[config.mk]
export PLATFORM = sky130hd
export DESIGN_NAME = dcache_way_flat
export DESIGN_NICKNAME = d
export VERILOG_FILES = /design/src/common/dcache_pkg.sv /design/src/common/dcache_way_if.sv /design/src/dcache/dcache_bank_ram.sv /design/src/dcache/dcache_way.sv /design/src/flat_wrapper.sv
export SDC_FILE = /design/constraint.sdc
export NUM_CORES = 2
export LEC_CHECK = 0
export BUFFER_PORTS_ARGS = -buffer_cell sky130_fd_sc_hd__buf_2
export CAP_MARGIN = 40
export CORE_MARGIN = 10
export CORE_UTILIZATION = 55
export DETAILED_ROUTE_END_ITERATION = 10
export PLACE_DENSITY = 0.7
export SLEW_MARGIN = 20
export SYNTH_ARGS = -nofsm -noshare
export SYNTH_HDL_FRONTEND = slang
export SYNTH_HIERARCHICAL = 1
export SYNTH_SLANG_ARGS = --single-unit
[constraint.sdc]
create_clock -name clk -period 7.06 [get_ports clk]
set_input_delay 1.059 -clock clk [delete_from_list [all_inputs] [get_ports clk]]
set_output_delay 1.059 -clock clk [all_outputs]
set_load 0.02 [all_outputs]
[src/common/dcache_pkg.sv]
`default_nettype none

package dcache_pkg;

  // request opcodes as seen on the top level port
  typedef enum logic [1:0] {
    OP_NONE   = 2'd0,
    OP_READ   = 2'd1,
    OP_WRITE  = 2'd2,
    OP_INSERT = 2'd3
  } op_e;

  // one line is one word
  localparam int DATA_W = 32;
  localparam int BEN_W  = DATA_W / 8;  // one enable per byte

  // default geometry, 4 ways x 64 sets
  localparam int DEF_WAYS    = 4;
  localparam int DEF_INDEX_W = 6;
  localparam int DEF_TAG_W   = 10;

  // lru rank per way, enough for DEF_WAYS
  localparam int RANK_W = 2;

endpackage

`default_nettype wire

[src/common/dcache_way_if.sv]
`timescale 1ns/1ps
`default_nettype none

// request broadcast to every way
interface dcache_way_if #(
  parameter int INDEX_W = dcache_pkg::DEF_INDEX_W,
  parameter int TAG_W   = dcache_pkg::DEF_TAG_W
);

  // request cycle
  dcache_pkg::op_e                op;
  logic [INDEX_W-1:0]             index;
  logic [TAG_W-1:0]               tag;
  logic [dcache_pkg::DATA_W-1:0]  wdata;
  logic [dcache_pkg::BEN_W-1:0]   ben;

  // one cycle later, lined up with the ram outputs
  dcache_pkg::op_e                op_q;
  logic [TAG_W-1:0]               tag_q;
  logic [dcache_pkg::DATA_W-1:0]  wdata_q;
  logic [dcache_pkg::BEN_W-1:0]   ben_q;

  modport ctrl (output op, index, tag, wdata, ben, op_q, tag_q, wdata_q, ben_q);
  modport way  (input  op, index, tag, wdata, ben, op_q, tag_q, wdata_q, ben_q);

endinterface

`default_nettype wire

[src/dcache/dcache_bank_ram.sv]
`timescale 1ns/1ps
`default_nettype none

// word ram, registered address, write-first
// a write lands at the address currently read out, merging the enabled bytes
module dcache_bank_ram #(
  parameter int ADDR_W = dcache_pkg::DEF_INDEX_W
) (
  input  logic                          clk,
  input  logic                          rst,
  input  logic [ADDR_W-1:0]             addr,
  input  logic                          we,
  input  logic [dcache_pkg::BEN_W-1:0]  ben,
  input  logic [dcache_pkg::DATA_W-1:0] wdata,
  output logic [dcache_pkg::DATA_W-1:0] rdata
);

  localparam int DEPTH = 2 ** ADDR_W;

  logic [dcache_pkg::DATA_W-1:0] mem [DEPTH];
  logic [ADDR_W-1:0]             addr_q;
  logic [dcache_pkg::DATA_W-1:0] merged;

  // array read through the registered address
  assign rdata = mem[addr_q];

  // byte merge of new data over the word being read
  always_comb begin
    for (int b = 0; b < dcache_pkg::BEN_W; b++) begin
      merged[8*b +: 8] = ben[b] ? wdata[8*b +: 8] : rdata[8*b +: 8];
    end
  end

  always_ff @(posedge clk) begin
    if (rst) begin
      addr_q <= '0;
    end else begin
      addr_q <= addr;
    end
  end

  always_ff @(posedge clk) begin
    if (we) begin
      mem[addr_q] <= merged;  // old addr_q, next read sees it
    end
  end

endmodule

`default_nettype wire

[src/dcache/dcache_way.sv]
`timescale 1ns/1ps
`default_nettype none

// one cache way: tag ram, valid bits, hit compare and data ram
module dcache_way #(
  parameter int INDEX_W = dcache_pkg::DEF_INDEX_W,
  parameter int TAG_W   = dcache_pkg::DEF_TAG_W
) (
  input  logic                          clk,
  input  logic                          rst,
  dcache_way_if.way                     req,
  input  logic                          fill,
  output logic                          hit,
  output logic [dcache_pkg::DATA_W-1:0] rdata
);

  localparam int SETS = 2 ** INDEX_W;

  logic [TAG_W-1:0]              tag_mem [SETS];
  logic [SETS-1:0]               valid;
  logic [INDEX_W-1:0]            idx_q;
  logic [TAG_W-1:0]              tag_rd;
  logic [dcache_pkg::DATA_W-1:0] word;
  logic                          do_fill;
  logic                          data_we;
  logic [dcache_pkg::BEN_W-1:0]  data_ben;

  assign tag_rd = tag_mem[idx_q];

  // hit only counts when a request is in its compare cycle
  assign hit = valid[idx_q] && (tag_rd == req.tag_q) &&
               (req.op_q != dcache_pkg::OP_NONE);

  assign do_fill = fill && (req.op_q == dcache_pkg::OP_INSERT);

  // write hit merges bytes, fill replaces the word
  assign data_we  = do_fill || (hit && (req.op_q == dcache_pkg::OP_WRITE));
  assign data_ben = do_fill ? '1 : req.ben_q;

  always_ff @(posedge clk) begin
    if (rst) begin
      idx_q <= '0;
      valid <= '0;
    end else begin
      idx_q <= req.index;
      if (do_fill) begin
        valid[idx_q] <= 1'b1;
      end
    end
  end

  always_ff @(posedge clk) begin
    if (do_fill) begin
      tag_mem[idx_q] <= req.tag_q;
    end
  end

  dcache_bank_ram #(
    .ADDR_W (INDEX_W)
  ) data_ram_i (
    .clk   (clk),
    .rst   (rst),
    .addr  (req.index),
    .we    (data_we),
    .ben   (data_ben),
    .wdata (req.wdata_q),
    .rdata (word)
  );

  // zero unless hit, so the top can simply OR the ways
  assign rdata = hit ? word : '0;

endmodule

`default_nettype wire

[src/flat_wrapper.sv]
// flat-port wrapper written by rule: the top's interface ports become plain ports
module dcache_way_flat 
#(
  parameter int INDEX_W = dcache_pkg::DEF_INDEX_W,
  parameter int TAG_W   = dcache_pkg::DEF_TAG_W
)
  (clk, rst, fill, hit, rdata, req_op, req_index, req_tag, req_wdata, req_ben, req_op_q, req_tag_q, req_wdata_q, req_ben_q);
  dcache_way_if #(.INDEX_W(INDEX_W), .TAG_W(TAG_W)) req_i ();
  input  logic clk;
  input  logic rst;
  input  logic fill;
  output logic hit;
  output logic [dcache_pkg::DATA_W-1:0] rdata;
  input wire logic [$bits(req_i.op)-1:0] req_op;
  input wire logic [$bits(req_i.index)-1:0] req_index;
  input wire logic [$bits(req_i.tag)-1:0] req_tag;
  input wire logic [$bits(req_i.wdata)-1:0] req_wdata;
  input wire logic [$bits(req_i.ben)-1:0] req_ben;
  input wire logic [$bits(req_i.op_q)-1:0] req_op_q;
  input wire logic [$bits(req_i.tag_q)-1:0] req_tag_q;
  input wire logic [$bits(req_i.wdata_q)-1:0] req_wdata_q;
  input wire logic [$bits(req_i.ben_q)-1:0] req_ben_q;
  assign req_i.op = req_op;
  assign req_i.index = req_index;
  assign req_i.tag = req_tag;
  assign req_i.wdata = req_wdata;
  assign req_i.ben = req_ben;
  assign req_i.op_q = req_op_q;
  assign req_i.tag_q = req_tag_q;
  assign req_i.wdata_q = req_wdata_q;
  assign req_i.ben_q = req_ben_q;
  dcache_way #(.INDEX_W(INDEX_W), .TAG_W(TAG_W)) u_core (.clk(clk), .rst(rst), .req(req_i), .fill(fill), .hit(hit), .rdata(rdata));
endmodule
==> qor.csv <==
metric,value,unit
outcome,completed,
finalNonFillerCells,9100,
grt_max_degree,94,
cts_resized,0,
n_fill_cell,13000,
vias,63100,
powerDensity,287,nW/um^2
crit_type,reg -> out,
drv_cap,0,
finClkSkew,86.1,ps
grt_pass1_wl,430000,um
synthFlopType,edfxtp_1,
grt_antenna_before_repair,9,
synth-seq-area-share,0.771,
grt_pass1_vias,61200,
layout_common_cells,"2688 x edfxtp_1, 421 x a22oi_1, 327 x a221oi_1, 300 x clkbuf_16, 281 x buf_4",
clock_power_share,0.410,
setup_tns,0,ps
nets,6472,
power.share.switching,0.220,
crit_fanout,35,
hold_viol_final,0,
post_drt_wl_per_cell,32.9,um
worst_pin_slew,1100,ps
crit_arrival,5660,ps
die_width,460,um
cts_tree,built,
rsz0062_at_grt,false,
layout_commonest_cell,edfxtp_1,
startpoint_type,flip-flop,
die_area,212000,sq um
dp_hpwl,177000,um
synth_edf_count,2688,
areaGrowthSynthToFinish,14.0,%
final.min_clock_period,6720,ps
avgSynthCellArea,17.6,sq um
p_seq_frac,0.526,
die_h,460,um
first_pass_iters,6,
clock-sinks,2764,
grt_use_total,0.277,
overflow,0,
htreeDepth,5,
fin_area,122000,sq um
insertion_delay,940,ps
gp_congestion,0.881,
setup_viol,0,
worstHoldPathType,in -> reg,
num_rows,161,
synth-async-reset-ratio,0,
via_per_inst,6.93,
drv_slew,0,
clk_path_buf_depth,4,
core-area,193000,sq um
synth_cells,6064,
syn-cell-area,107000,sq um
synth_seq_cells,2764,
dpl-instance-area,113000,sq um
drtIter0Drc,9653,
post_cts.repair.setup_buffers,0,
drc_errors,0,
postRouteWirelength,300000,um
cp.required,6000,ps
synth.distinct_cells,88,
ctsHoldBuffers,0,
fin_crit_sh,0.951,
p_leak,38.1,nW
start_util,0.553,
endpoint_kind,primary output,
peakVddDrop,0.249,mV
cts_root_buf,clkbuf_16,
final_antenna_net_count,0,
yosysWarnings,6,
place_inst,8594,
power.net_switching,7.65,mW
drive_gt1_frac,0.199,
cts-buffers-inserted,290,
io_buffers,89,
synth_fp_nets,6169,
path_clk_slew,60,ps
p_int,27.2,mW
p_comb_frac,0.064,
boundaryPins,138,
slew_headroom,0.270,
fmax,0.149,GHz
layout make-up:
cell class	instances	area, sq um	area share
Timing Repair Buffer	452	4000	0.0329
Clock buffer	378	7980	0.0656
Tap cell	2526	3160	0.0260
Multi-Input combinational cell	2834	23300	0.191
Sequential cell	2764	82300	0.676
Clock inverter	118	836	0.00687
Antenna cell	3	7.51	0.0000617
Inverter	25	100	0.000823
layer usage:
layer | vias to the layer above | GRT usage | part of all wire
met5 | - | 0 | 0.000090
met2 | 4543 | 0.425 | 0.46
met4 | 4 | 0.114 | 0.046
met3 | 758 | 0.0681 | 0.13
met1 | 32000 | 0.381 | 0.37
li1 | 25800 | - | -
state kept, by name, indices dropped and copies added, names as in the netlist:
signal / cells
u_core/tag_mem: 640
u_core/data_ram_i/mem: 2048
u_core/idx_q: 6
u_core/data_ram_i/addr_q: 6
u_core/valid: 64
worst max-delay path: stages, from the launching register on:
cell and delay (ps):
dfxtp_4 690, buf_4 550, nor3b_1 100, o21ai_0 380, a21oi_1 240, a2111oi_1 780, nand4_1 220, xnor2_1 250
o2111ai_1 160, and4b_2 400, buf_4 440, and2_1 240, buf_2 180
power by group through the flow:
| stage | clock network, mW | registers (mW) | logic [mW] |
|---|---|---|---|
| 6_report | 14.3 | 18.3 | 2.23 |
| 5_1_grt | 15.1 | 18.3 | 2.31 |
| 4_1_cts | 14.4 | 18.3 | 2.17 |
| 3_5_place_dp | 0 | 18.7 | 2.16 |
| 3_3_place_gp | 0 | 18.7 | 2.06 |
| 2_1_floorplan | 0 | 18.7 | 1.16 |
Yosys cell counts, types with 38 or more instances:
master	count	area, sq um
edfxtp_1	2688	80700
a22oi_1	421	3160
nor2_1	343	1290
a221oi_1	327	2860
mux2i_1	260	2600
o22ai_1	252	1580
buf_2	167	836
clkbuf_1	167	627
mux2_2	164	1850
a21oi_1	110	551
nand2_1	109	409
mux4_2	89	2000
dfxtp_1	76	1520
a221o_1	72	721
o21ai_0	71	355
nand3_1	50	250
buf_6	39	439
nor3_1	39	195
and2_1	38	238
metrics by stage:
stage / setup slack, ps / power [mW] / hold slack (ps) / util
floorplan: 2310 / 19.9 / 435 / -
global route: 371 / 35.7 / 418 / 0.631
global placement: 1250 / 20.8 / 443 / 0.581
finish: 344 / 34.9 / 454 / 0.631
detailed placement: 1390 / 20.9 / 459 / 0.585
CTS: 444 / 34.9 / 420 / 0.630
cells by family (layout without fill, tap and decap cells):
| family | Yosys count | after routing | synth area share |
|---|---|---|---|
| AND/OR/NAND/NOR | 754 | 754 | 0.0338 |
| AO/OA/AOI/OAI | 1555 | 1555 | 0.112 |
| multiplexers | 518 | 518 | 0.0611 |
| flip-flops | 2764 | 2764 | 0.771 |
| XOR/XNOR | 7 | 7 | 0.000575 |
| other | 0 | 3 | 0 |
| buffers and inverters | 466 | 973 | 0.0222 |
path summary, 6_finish.rpt:
check                                   to              from  depth (start not counted)  slack (ps)
max                              rdata[28]   u_core/idx_q[0]                         12         340
min                        u_core/idx_q[1]      req_index[1]                          2         450
max reg2reg  u_core/data_ram_i/mem[26][10]   u_core/idx_q[0]                         15        1120
min reg2reg               u_core/valid[33]  u_core/valid[33]                          2         470
Note: power is estimated with default switching activity, not from simulation.
